**src/cslPkg.sv**
```systemverilog
// Console register map, DUP11 modem signal groups and console register reset values
package cslPkg;

   //////////////////////////////
   // Register map
   //////////////////////////////

   typedef enum logic [1:0] {
      regCtrl   = 2'd0,   // Run, halt, cont, exec
      regModem  = 2'd1,   // H325 select and modem overrides
      regUbaEn  = 2'd2,   // Bridge enable mask
      regStatus = 2'd3    // CPU halt and run, read only
   } cslAddr_e;

   //////////////////////////////
   // DUP11 modem signals
   //////////////////////////////

   // Driven by the DUP11
   typedef struct packed {
      logic rts;
      logic dtr;
      logic txd;
      logic testClk;
   } modemOut_t;

   // Seen by the DUP11
   typedef struct packed {
      logic cts;
      logic dsr;
      logic dcd;
      logic ri;
      logic rxd;
      logic rxc;
      logic txc;
   } modemIn_t;

   // Modem register layout, h325 in bit 4 down to dcd in bit 0
   typedef struct packed {
      logic h325;
      logic ri;
      logic cts;
      logic dsr;
      logic dcd;
   } modemCtl_t;

   //////////////////////////////
   // Reset values
   //////////////////////////////

   localparam logic [3:0] ctrlReset  = 4'b0000;
   localparam modemCtl_t  modemReset = '0;
   localparam logic [3:0] ubaEnReset = 4'b1101;   // Bridge 2 not fitted

endpackage

```
**src/ks10BusPkg.sv**
```systemverilog
// Backplane bus definitions shared by the clock sequencer, arbiter and KS10 top level
package ks10BusPkg;

   //////////////////////////////
   // Bus widths
   //////////////////////////////

   localparam int busAddrW  = 18;             // Backplane address
   localparam int busDataW  = 36;             // One KS10 word
   localparam int numBridge = 4;              // Unibus bridge slots
   localparam int numReq    = numBridge + 2;  // CPU, console and the bridges

   //////////////////////////////
   // Clock phases
   //////////////////////////////

   // Four overlapping phases, one bit per clock line T1..T4
   typedef enum logic [3:0] {
      t1 = 4'b1001,
      t2 = 4'b1100,
      t3 = 4'b0110,
      t4 = 4'b0011
   } clkPhase_e;

   //////////////////////////////
   // Requesters
   //////////////////////////////

   // Grant encoding, srcNone when the bus is idle
   typedef enum logic [2:0] {
      srcNone = 3'd0,
      srcCpu  = 3'd1,
      srcCsl  = 3'd2,
      srcUba1 = 3'd3,
      srcUba2 = 3'd4,
      srcUba3 = 3'd5,
      srcUba4 = 3'd6
   } busSrc_e;

   // What one requester drives onto the backplane
   typedef struct packed {
      logic                req;     // Level request, held until ack
      logic                write;   // Write cycle when set
      logic [busAddrW-1:0] addr;
      logic [busDataW-1:0] data;
   } busReq_t;

endpackage
```
**src/ks10Core.sv**
```systemverilog
// KS10 system glue top level joining the clock sequencer, console registers and bus arbiter
`timescale 1ns/1ps

module ks10Core
   import ks10BusPkg::*;
   import cslPkg::*;
(
   input  logic              clkT,
   input  logic              memRST,
   output logic              cpuClk,
   output logic              cslRst,
   output clkPhase_e         phase,
   // Console strobes
   input  logic              cslWr,
   input  logic              cslRd,
   input  cslAddr_e          cslAddr,
   input  logic [31:0]       cslWrData,
   output logic [31:0]       cslRdData,
   // CPU status and console control
   input  logic              cpuHalt,
   input  logic              cpuRun,
   output logic [3:0]        ctrl,
   // DUP11 modem
   input  modemOut_t         modemOut,
   output modemIn_t          modemIn,
   // Backplane
   input  busReq_t           cpuReq,
   input  busReq_t           cslReq,
   input  busReq_t           ubaReq [numBridge],
   input  logic              memAck,
   output busReq_t           memReq,
   output busSrc_e           grant,
   output logic [numReq-1:0] ackOut
);

   logic [numBridge-1:0] ubaEn;   // Console to arbiter

   assign cpuClk = phase[3];      // T1 line

   phaseGen uPhaseGen (
      .clkT      (clkT),
      .memRST    (memRST),
      .phase     (phase),
      .cslRst    (cslRst)
   );

   cslRegs uCslRegs (
      .clkT      (clkT),
      .cslRst    (cslRst),
      .cslWr     (cslWr),
      .cslRd     (cslRd),
      .cslAddr   (cslAddr),
      .cslWrData (cslWrData),
      .cslRdData (cslRdData),
      .cpuHalt   (cpuHalt),
      .cpuRun    (cpuRun),
      .ctrl      (ctrl),
      .ubaEn     (ubaEn),
      .modemOut  (modemOut),
      .modemIn   (modemIn)
   );

   busArb uBusArb (
      .clkT      (clkT),
      .memRST    (memRST),
      .cpuReq    (cpuReq),
      .cslReq    (cslReq),
      .ubaReq    (ubaReq),
      .ubaEn     (ubaEn),
      .memAck    (memAck),
      .memReq    (memReq),
      .grant     (grant),
      .ackOut    (ackOut)
   );

endmodule

```
**src/busArb.sv**
```systemverilog
// Fixed-priority KS10 backplane arbiter that places one requester on the memory bus
`timescale 1ns/1ps

module busArb
   import ks10BusPkg::*;
(
   input  logic                 clkT,
   input  logic                 memRST,
   input  busReq_t              cpuReq,
   input  busReq_t              cslReq,
   input  busReq_t              ubaReq [numBridge],
   input  logic [numBridge-1:0] ubaEn,
   input  logic                 memAck,
   output busReq_t              memReq,
   output busSrc_e              grant,
   output logic [numReq-1:0]    ackOut
);

   busReq_t           reqAll [numReq];   // Index 0 cpu, 1 csl, 2..5 uba1..uba4
   logic [numReq-1:0] reqVec;            // Active and enabled requests
   logic [2:0]        grantIdx;
   busSrc_e           winner;

   //////////////////////////////
   // Request gathering
   //////////////////////////////

   always_comb
   begin
      reqAll[0] = cpuReq;
      reqAll[1] = cslReq;
      for (int i = 0; i < numBridge; i++)
         reqAll[i + 2] = ubaReq[i];
      for (int i = 0; i < numReq; i++)
         reqVec[i] = reqAll[i].req;
      reqVec[numReq-1:2] = reqVec[numReq-1:2] & ubaEn;   // Masked bridges never win
   end

   // Lowest index wins
   always_comb
   begin
      winner = srcNone;
      for (int i = numReq - 1; i >= 0; i--)
      begin
         if (reqVec[i])
            winner = busSrc_e'(i + 1);
      end
   end

   //////////////////////////////
   // Grant register
   //////////////////////////////

   always_ff @(posedge clkT)
   begin
      if (memRST)
         grant <= srcNone;
      else if (grant == srcNone)
         grant <= winner;               // May stay idle
      else if (memAck)
         grant <= srcNone;              // Rearbitrate on the next edge
   end

   assign grantIdx = grant - 3'd1;

   //////////////////////////////
   // Memory side and acknowledge
   //////////////////////////////

   always_comb
   begin
      memReq = '0;
      ackOut = '0;
      if (grant != srcNone)
      begin
         memReq           = reqAll[grantIdx];
         ackOut[grantIdx] = memAck;     // Only the winner sees the ack
      end
   end

endmodule

```
**src/cslRegs.sv**
```systemverilog
// Console control, modem and bridge-enable registers with readback and the H325 loopback switch
`timescale 1ns/1ps

module cslRegs
   import cslPkg::*;
(
   input  logic        clkT,
   input  logic        cslRst,
   input  logic        cslWr,
   input  logic        cslRd,
   input  cslAddr_e    cslAddr,
   input  logic [31:0] cslWrData,
   output logic [31:0] cslRdData,
   input  logic        cpuHalt,
   input  logic        cpuRun,
   output logic [3:0]  ctrl,        // Bit 3 run, 2 halt, 1 cont, 0 exec
   output logic [3:0]  ubaEn,       // Bit 0 is bridge 1
   input  modemOut_t   modemOut,
   output modemIn_t    modemIn
);

   modemCtl_t   modemReg;
   logic [31:0] rdMux;

   //////////////////////////////
   // Register writes
   //////////////////////////////

   always_ff @(posedge clkT)
   begin
      if (cslRst)
      begin
         ctrl     <= ctrlReset;
         modemReg <= modemReset;
         ubaEn    <= ubaEnReset;
      end
      else if (cslWr)
      begin
         case (cslAddr)
            regCtrl:  ctrl     <= cslWrData[3:0];
            regModem: modemReg <= modemCtl_t'(cslWrData[4:0]);
            regUbaEn: ubaEn    <= cslWrData[3:0];
            default:  ;                        // Status is read only
         endcase
      end
   end

   //////////////////////////////
   // Readback
   //////////////////////////////

   // Only implemented bits are returned, the rest read as zero
   always_comb
   begin
      rdMux = '0;
      case (cslAddr)
         regCtrl:   rdMux[3:0] = ctrl;
         regModem:  rdMux[4:0] = modemReg;
         regUbaEn:  rdMux[3:0] = ubaEn;
         regStatus: rdMux[1:0] = {cpuHalt, cpuRun};
         default:   rdMux      = '0;
      endcase
   end

   // One cycle of latency, held until the next read
   always_ff @(posedge clkT)
   begin
      if (cslRst)
         cslRdData <= '0;
      else if (cslRd)
         cslRdData <= rdMux;
   end

   //////////////////////////////
   // H325 loopback connector
   //////////////////////////////

   always_comb
   begin
      if (modemReg.h325)
      begin
         modemIn.cts = modemOut.rts;
         modemIn.dcd = modemOut.rts;
         modemIn.dsr = modemOut.dtr;
         modemIn.ri  = modemOut.dtr;
      end
      else
      begin
         // Console drives the modem status directly
         modemIn.cts = modemReg.cts;
         modemIn.dcd = modemReg.dcd;
         modemIn.dsr = modemReg.dsr;
         modemIn.ri  = modemReg.ri;
      end
      modemIn.rxd = modemOut.txd;       // Data always looped
      modemIn.rxc = modemOut.testClk;
      modemIn.txc = modemOut.testClk;
   end

endmodule

```
**src/phaseGen.sv**
```systemverilog
// Four-phase KS10 clock sequencer that holds the console in reset for the first full turn
`timescale 1ns/1ps

module phaseGen
   import ks10BusPkg::*;
(
   input  logic      clkT,
   input  logic      memRST,
   output clkPhase_e phase,
   output logic      cslRst
);

   logic turnDone;   // Set once t4 has been left the first time

   //////////////////////////////
   // Phase rotation
   //////////////////////////////

   always_ff @(posedge clkT)
   begin
      if (memRST)
      begin
         phase    <= t1;
         turnDone <= 1'b0;
      end
      else
      begin
         case (phase)
            t1: phase <= t2;
            t2: phase <= t3;
            t3: phase <= t4;
            t4:
            begin
               phase    <= t1;
               turnDone <= 1'b1;   // First full turn complete
            end
            default: phase <= t1;  // Recover from an illegal pattern
         endcase
      end
   end

   // Console leaves reset on the edge that ends the first t4
   assign cslRst = ~turnDone;

endmodule

```
**config.mk**
```make
export PLATFORM = sky130hd
export DESIGN_NAME = ks10Core
export DESIGN_NICKNAME = d
export VERILOG_FILES = /design/src/cslPkg.sv /design/src/ks10BusPkg.sv /design/src/ks10Core.sv /design/src/busArb.sv /design/src/cslRegs.sv /design/src/phaseGen.sv
export SDC_FILE = /design/constraint.sdc
export NUM_CORES = 1
export LEC_CHECK = 0
export BUFFER_PORTS_ARGS = -buffer_cell sky130_fd_sc_hd__buf_4
export CAP_MARGIN = 20
export CORE_AREA = 2 2 190 192
export DETAILED_ROUTE_END_ITERATION = 8
export DIE_AREA = 0 0 192 194
export GPL_ROUTABILITY_DRIVEN = 1
export PLACE_DENSITY = 0.4
export SLEW_MARGIN = 20
export SYNTH_ARGS = -nofsm -noshare
export SYNTH_HDL_FRONTEND = slang
export SYNTH_SLANG_ARGS = --single-unit
```
**constraint.sdc**
```tcl
create_clock -name clkT -period 3.2 [get_ports clkT]
set_input_delay 0.64 -clock clkT [delete_from_list [all_inputs] [get_ports clkT]]
set_output_delay 0.64 -clock clkT [all_outputs]
set_load 0.01 [all_outputs]
```
==> qor.json, run 1 <==
{
  "logic_synthesis": {
    "synth_async_sr_flop_share": 0,
    "number_of_warnings_issued_by_yosys": 0,
    "synth_cell_type_count": 31,
    "post_synth_inst_count": 435,
    "dominantRegCellSynth": "sky130_fd_sc_hd__dfxtp_1",
    "post_synth.cell_area_avg_um2": 9.429,
    "most_common_cell_in_the_netlist": "sky130_fd_sc_hd__inv_1",
    "seq_area_frac_synth": 0.1269,
    "synth_enable_flop_cells": 0,
    "synthTopCellsByCount": "66 x sky130_fd_sc_hd__inv_1, 65 x sky130_fd_sc_hd__mux2i_1, 58 x sky130_fd_sc_hd__mux4_2",
    "yosysTopAreaCellShare": 0.3185,
    "yosys.area.top_type": "sky130_fd_sc_hd__mux4_2",
    "synth_top_cells_by_area": "sky130_fd_sc_hd__mux4_2 32%, sky130_fd_sc_hd__mux2i_1 16%, sky130_fd_sc_hd__dfxtp_1 13%, sky130_fd_sc_hd__o22ai_1 8.5%, sky130_fd_sc_hd__buf_4 6.8%",
    "combined_area_of_all_synthesized_cells_um2": 4101,
    "number_of_synthesized_register_bits": 26
  },
  "detailed_routing": {
    "detail_route.first_pass.iterations": 4,
    "wl_per_cell_um": 17.36,
    "detail-route-antenna-nets": 0,
    "drcViolationCount": 0,
    "detail_route.vias_per_cell": 3.843,
    "route.vias.total": 4996,
    "drt-initial-drc-count": 137,
    "postRouteWirelength_um": 22570
  },
  "clock_network": {
    "cts.htree.levels": 1,
    "postCtsHoldBufs": 0,
    "numCtsBuffers": 3,
    "clockRootBuffer": "sky130_fd_sc_hd__clkbuf_16",
    "resize_count_post_cts": 0,
    "tritoncts": "done",
    "post_cts_buffers": 0,
    "numClockSinks": 26,
    "clk_slew_on_worst_s_h_paths_ps": 70,
    "ctsLongestPathBuffers": 2,
    "clk_latency_ps": 260
  },
  "place": {
    "finalWeightedCongestion": 0.8608,
    "hpwlAfterDp_um": 18790,
    "io_buffer_count": 435
  },
  "pwr": {
    "power_per_cell_area_nw_per_um2": 299.1,
    "p_sw_frac": 0.3798,
    "switching_pwr_w": 0.0008769,
    "totalPowerFinal_w": 0.002309,
    "p_int_w": 0.001432,
    "ir_worst_vdd_uv": 198.7,
    "power.share.clock": 0.124,
    "leakagePower_nw": 3.660,
    "power.share.sequential": 0.160,
    "combinationalPowerShare": 0.716
  },
  "global_routing": {
    "grt_pass1_wl_um": 31820,
    "maximum_number_of_pins_on_one_net_before_global_route_repair": 118,
    "grt_usage": 0.1114,
    "grt.overflow.total": 0,
    "antenna_found_initial": 0,
    "grt_pass1_vias": 4898
  },
  "final_layout": {
    "post_route_cells_drive_above_1_share": 0.6091,
    "areaGrowthSynthToFinish_pct": 88.22,
    "antenna-diode-count": 0,
    "nNetsFinal": 1223
  },
  "floorplanning": {
    "die_height_um": 194,
    "floorplan.initialDensity": 0.1164,
    "design.portCount": 495,
    "dieArea_um2": 37250,
    "fp.dieW_um": 192,
    "placeableCoreArea_um2": 35220,
    "rows": 69
  },
  "sta": {
    "min_period_over_period": 0.9510,
    "finalSetupTns_ps": 0,
    "setup_viol_count_final": 0,
    "max_fclk_mhz": 328.6,
    "worst-slew-pin-transition_ps": 942.9,
    "clock_skew_ps": 3.913,
    "finalHoldViolCount": 0,
    "post-route-min-period_ps": 3043,
    "timing.max_slew.rel_slack": 0.3714,
    "unrepaired_setup_endpoints_after_global_routing": "false",
    "slew_viols_final": 0
  },
  "setup_path": {
    "worst_ep_arrival_time_ps": 2400,
    "r2r_start": "uBusArb.grant[0]",
    "rr_worst_depth": 6,
    "regToRegSetupSlack_ps": 1880,
    "crit_path_frequent_cell": "sky130_fd_sc_hd__buf_4",
    "startpoint_type": "flop",
    "reg2reg_to": "uBusArb.grant[0]",
    "cp-end-kind": "output pin",
    "required_ps": 2560,
    "crit_type": "flop to output pin",
    "max_stage_delay_ps": 400,
    "worstPathMaxFanout": 31,
    "cpMaxStageDelayCell": "sky130_fd_sc_hd__buf_4",
    "critical_path.n_buffers_inverters": 3,
    "crit_path_cell_trace": "inv_1 > ha_1 > mux2i_1 > nand2b_2 > buf_4 > o22ai_1 > buf_4",
    "critical_path.top_delay_family": "buffers and inverters"
  },
  "worst_hold_path": {
    "worstHoldEndpoint": "uCslRegs.ubaEn[3]",
    "worst_hold_path.num_cells": 1,
    "min_from": "uPhaseGen.turnDone",
    "min_path_type": "flop to flop"
  },
  "status": {
    "outcome": "complete, no violations"
  },
  "run": {
    "drv_cap": 0
  }
}
-- metrics by stage --
step	hold slack (ps)	setup slack, ps	utilization	cells	cell area [um^2]
2_1_floorplan	411.6	542.0	-	461	4199
5_1_grt	495.6	23.63	0.2192	1300	7720
3_5_place_dp	457.7	406.0	0.2169	1296	7641
3_3_place_gp	456.6	410.4	0.2169	1296	7641
6_report	467.6	156.8	0.2192	1300	7720
4_1_cts	475.7	110.5	0.2192	1300	7720
-- routing by layer --
layer	up-vias	wire length, um	share of wire	GRT usage
met1	2397	9225	0.41	0.1423
li1	2369	-	-	-
met4	0	104	0.0046	0.009895
met5	-	0	0	0
met3	7	1536	0.068	0.01611
met2	223	11710	0.52	0.2038
-- kinds of logic after synthesis --
| family | share of synthesized area |
|---|---|
| compound gates | 0.1202 |
| xor+xnor | 0.004272 |
| buf+inv | 0.1891 |
| fa+ha+maj | 0.006100 |
| flops | 0.1269 |
| mux | 0.4771 |
| simple gates | 0.07535 |
| other cells | 0.0009143 |
-- worst max-delay path by stage --
stage,start,end,slack [ps],cells after the start
CTS,uBusArb.grant[0],memReq[19],110,7
global placement,uBusArb.grant[0],memReq[25],410,7
floorplan,uBusArb.grant[0],memReq[53],540,10
finish,uBusArb.grant[0],memReq[19],160,7
global route,uBusArb.grant[0],memReq[19],20,7
detailed placement,uBusArb.grant[0],memReq[19],410,7
-- final cells by class --
type / count / area, um^2
Clock buffer: 4 / 78.83
Fill cell: 3925 / 27500
Inverter: 66 / 247.7
Multi-Input combinational cell: 300 / 2929
Sequential cell: 26 / 524.3
Tap cell: 461 / 576.8
Timing Repair Buffer: 443 / 3363
-- power groups by stage --
stage / Sequential [W] / Clock, W / Combinational [W]
floorplan: 0.000379 / 0 / 0.000952
global placement: 0.000378 / 0 / 0.00168
detailed placement: 0.000377 / 0 / 0.00168
CTS: 0.000370 / 0.000292 / 0.00168
global route: 0.000375 / 0.000308 / 0.00179
finish: 0.000370 / 0.000286 / 0.00165
-- registers in the layout, indices dropped and copies added (netlist names) --
signal	cells
uCslRegs.modemReg	5
uCslRegs.ctrl	4
uBusArb.grant	3
uCslRegs.ubaEn	4
uPhaseGen.turnDone	1
uPhaseGen.phase	4
uCslRegs.cslRdData	5
-- placed cells by master (no fill, tap or decap), types with 9 or more instances in the layout --
cell type / n
sky130_fd_sc_hd__nor2_1: 15
sky130_fd_sc_hd__o22ai_1: 56
sky130_fd_sc_hd__nand3_1: 16
sky130_fd_sc_hd__buf_4: 440
sky130_fd_sc_hd__dfxtp_1: 25
sky130_fd_sc_hd__o21ai_0: 9
sky130_fd_sc_hd__conb_1: 27
sky130_fd_sc_hd__a21oi_1: 9
sky130_fd_sc_hd__inv_1: 66
sky130_fd_sc_hd__mux4_2: 58
sky130_fd_sc_hd__nand2_1: 18
sky130_fd_sc_hd__mux2i_1: 65
Power figures use the tool's default switching activity.
==> inputs of run 2 (changes only) <==
- CTS_BUF_LIST: default -> sky130_fd_sc_hd__clkbuf_16
- HOLD_SLACK_MARGIN: default -> 0.08
==> run 2 against run 1 <==
  * Die area unchanged
  * Sequential share of layout area unchanged
  * Flip-flop and latch count unchanged
  * Clock skew about the same
  * Critical path depth unchanged
  * Largest cell class unchanged
==> qor.json, run 2 (synthesis gave the netlist of run 1 again) <==
{
  "clock_network": {
    "cts.htree.levels": 1,
    "clk_slew_on_worst_s_h_paths_ps": 70,
    "tritoncts": "done",
    "post_cts_buffers": 0,
    "ctsLongestPathBuffers": 2,
    "numClockSinks": 26,
    "clk_latency_ps": 260,
    "numCtsBuffers": 3,
    "postCtsHoldBufs": 0,
    "resize_count_post_cts": 0,
    "clockRootBuffer": "sky130_fd_sc_hd__clkbuf_16"
  },
  "final_layout": {
    "most-common-layout-cells": "440 x sky130_fd_sc_hd__buf_4, 67 x sky130_fd_sc_hd__inv_1, 65 x sky130_fd_sc_hd__mux2i_1, 58 x sky130_fd_sc_hd__mux4_2, 56 x sky130_fd_sc_hd__o22ai_1",
    "post_route_cells_drive_above_1_share": 0.6091,
    "top_regs": "uCslRegs.cslRdData x5, uCslRegs.modemReg x5",
    "fillerInstances": 3925,
    "seq_area_um2": 524.3,
    "areaGrowthSynthToFinish_pct": 88.22,
    "most_common_library_cell_in_the_layout_ignoring_fill_and_taps": "sky130_fd_sc_hd__buf_4",
    "nNetsFinal": 1223,
    "antenna-diode-count": 0,
    "multi_input_comb_area_um2": 2929
  },
  "global_routing": {
    "grt.overflow.total": 0,
    "maximum_number_of_pins_on_one_net_before_global_route_repair": 118,
    "grt_usage": 0.1114,
    "antenna_found_initial": 0,
    "grt_pass1_wl_um": 31820,
    "grt_pass1_vias": 4898
  },
  "setup_path": {
    "worstPathMaxFanout": 31,
    "r2r_start": "uBusArb.grant[0]",
    "crit_path_start": "uBusArb.grant[0]",
    "cp-end-kind": "output pin",
    "regToRegSetupSlack_ps": 1880,
    "reg2reg_to": "uBusArb.grant[0]",
    "required_ps": 2560,
    "timing.critical_path.to": "memReq[19]",
    "crit_type": "flop to output pin",
    "startpoint_type": "flop",
    "rr_worst_depth": 6,
    "worst_ep_arrival_time_ps": 2400
  },
  "sta": {
    "post-route-min-period_ps": 3043,
    "slew_viols_final": 0,
    "clock_skew_ps": 4.011,
    "min_period_over_period": 0.9510,
    "max_fclk_mhz": 328.6,
    "worst-slew-pin-transition_ps": 942.9,
    "timing.max_slew.rel_slack": 0.3714,
    "finalSetupTns_ps": 0,
    "unrepaired_setup_endpoints_after_global_routing": "false",
    "setup_viol_count_final": 0,
    "finalHoldViolCount": 0,
    "fin_worst_hold_slack_ps": 467.6
  },
  "detailed_routing": {
    "drt-initial-drc-count": 137,
    "wl_per_cell_um": 17.36,
    "route.met2.wl_um": 11710,
    "detail-route-antenna-nets": 0,
    "route.vias.total": 4996,
    "met1_routed_length_um": 9224,
    "routed-wl-met3_um": 1536,
    "postRouteWirelength_um": 22570,
    "detail_route.first_pass.iterations": 4,
    "route.top_layer_used": "met4",
    "drcViolationCount": 0,
    "detail_route.vias_per_cell": 3.843
  },
  "worst_hold_path": {
    "min_path_type": "flop to flop",
    "min_from": "uPhaseGen.turnDone"
  },
  "floorplanning": {
    "placeableCoreArea_um2": 35220,
    "die_height_um": 194,
    "design.portCount": 495,
    "dieArea_um2": 37250,
    "rows": 69,
    "fp.dieW_um": 192,
    "floorplan.initialDensity": 0.1164
  },
  "run": {
    "drv_cap": 0
  },
  "status": {
    "outcome": "complete, no violations"
  },
  "pwr": {
    "leakagePower_nw": 3.664,
    "ir_worst_vdd_uv": 198.7,
    "power_per_cell_area_nw_per_um2": 298.7
  },
  "place": {
    "finalWeightedCongestion": 0.8608,
    "io_buffer_count": 435,
    "hpwlAfterDp_um": 18790
  }
}
[run 2: cell types whose count changed in the layout (fill, tap and decap cells not counted), sizes merged]
cell	delta
clkbuf	-1
inv	+1
[run 2: routing by layer]
layer	track usage	vias to the layer above
li1	-	2369
met1	0.1423	2397
met2	0.2038	223
met3	0.01611	7
met4	0.009895	0
met5	0	-
[run 2: critical path: stages (launching register included)]
cell,delay (ps)
sky130_fd_sc_hd__dfxtp_4,350
sky130_fd_sc_hd__inv_1,160
sky130_fd_sc_hd__ha_1,290
sky130_fd_sc_hd__mux2i_1,340
sky130_fd_sc_hd__nand2b_2,190
sky130_fd_sc_hd__buf_4,400
sky130_fd_sc_hd__o22ai_1,200
sky130_fd_sc_hd__buf_4,190
[run 2: metrics by stage]
step	setup WS [ps]	instances	area (um^2)	total power, W	util
after floorplan	542.0	461	4199	0.001331	-
after global placement	410.4	1296	7641	0.002060	0.2169
after detailed placement	406.0	1296	7641	0.002055	0.2169
after CTS	110.2	1300	7720	0.002344	0.2192
after global routing	23.54	1300	7720	0.002472	0.2192
final	156.6	1300	7720	0.002306	0.2192
[run 2: area by class of cell]
class,instances,area share
inverters,66,0.03209
clock buffers,3,0.009724
repair buffers,443,0.4357
multi-input cells,300,0.3794
flip-flops and latches,26,0.06791
clock inverters,1,0.0004862
well taps,461,0.07472
[run 2: worst min-delay path by stage]
| stage | endpoint | slack, ps | cells past startpoint |
|---|---|---|---|
| 2_1_floorplan | uCslRegs.ubaEn[0] | 410 | 1 |
| 3_3_place_gp | uCslRegs.ubaEn[0] | 460 | 1 |
| 3_5_place_dp | uCslRegs.ubaEn[2] | 460 | 1 |
| 4_1_cts | uCslRegs.ubaEn[3] | 480 | 1 |
| 5_1_grt | uCslRegs.ubaEn[2] | 500 | 1 |
| 6_report | uCslRegs.ubaEn[3] | 470 | 1 |
[run 2: report_power, final]
part / internal [W] / switching (W)
clock: 0.000167 / 0.000116
sequential: 0.000344 / 0.0000260
combinational: 0.000917 / 0.000735
total: 0.00143 / 0.000877
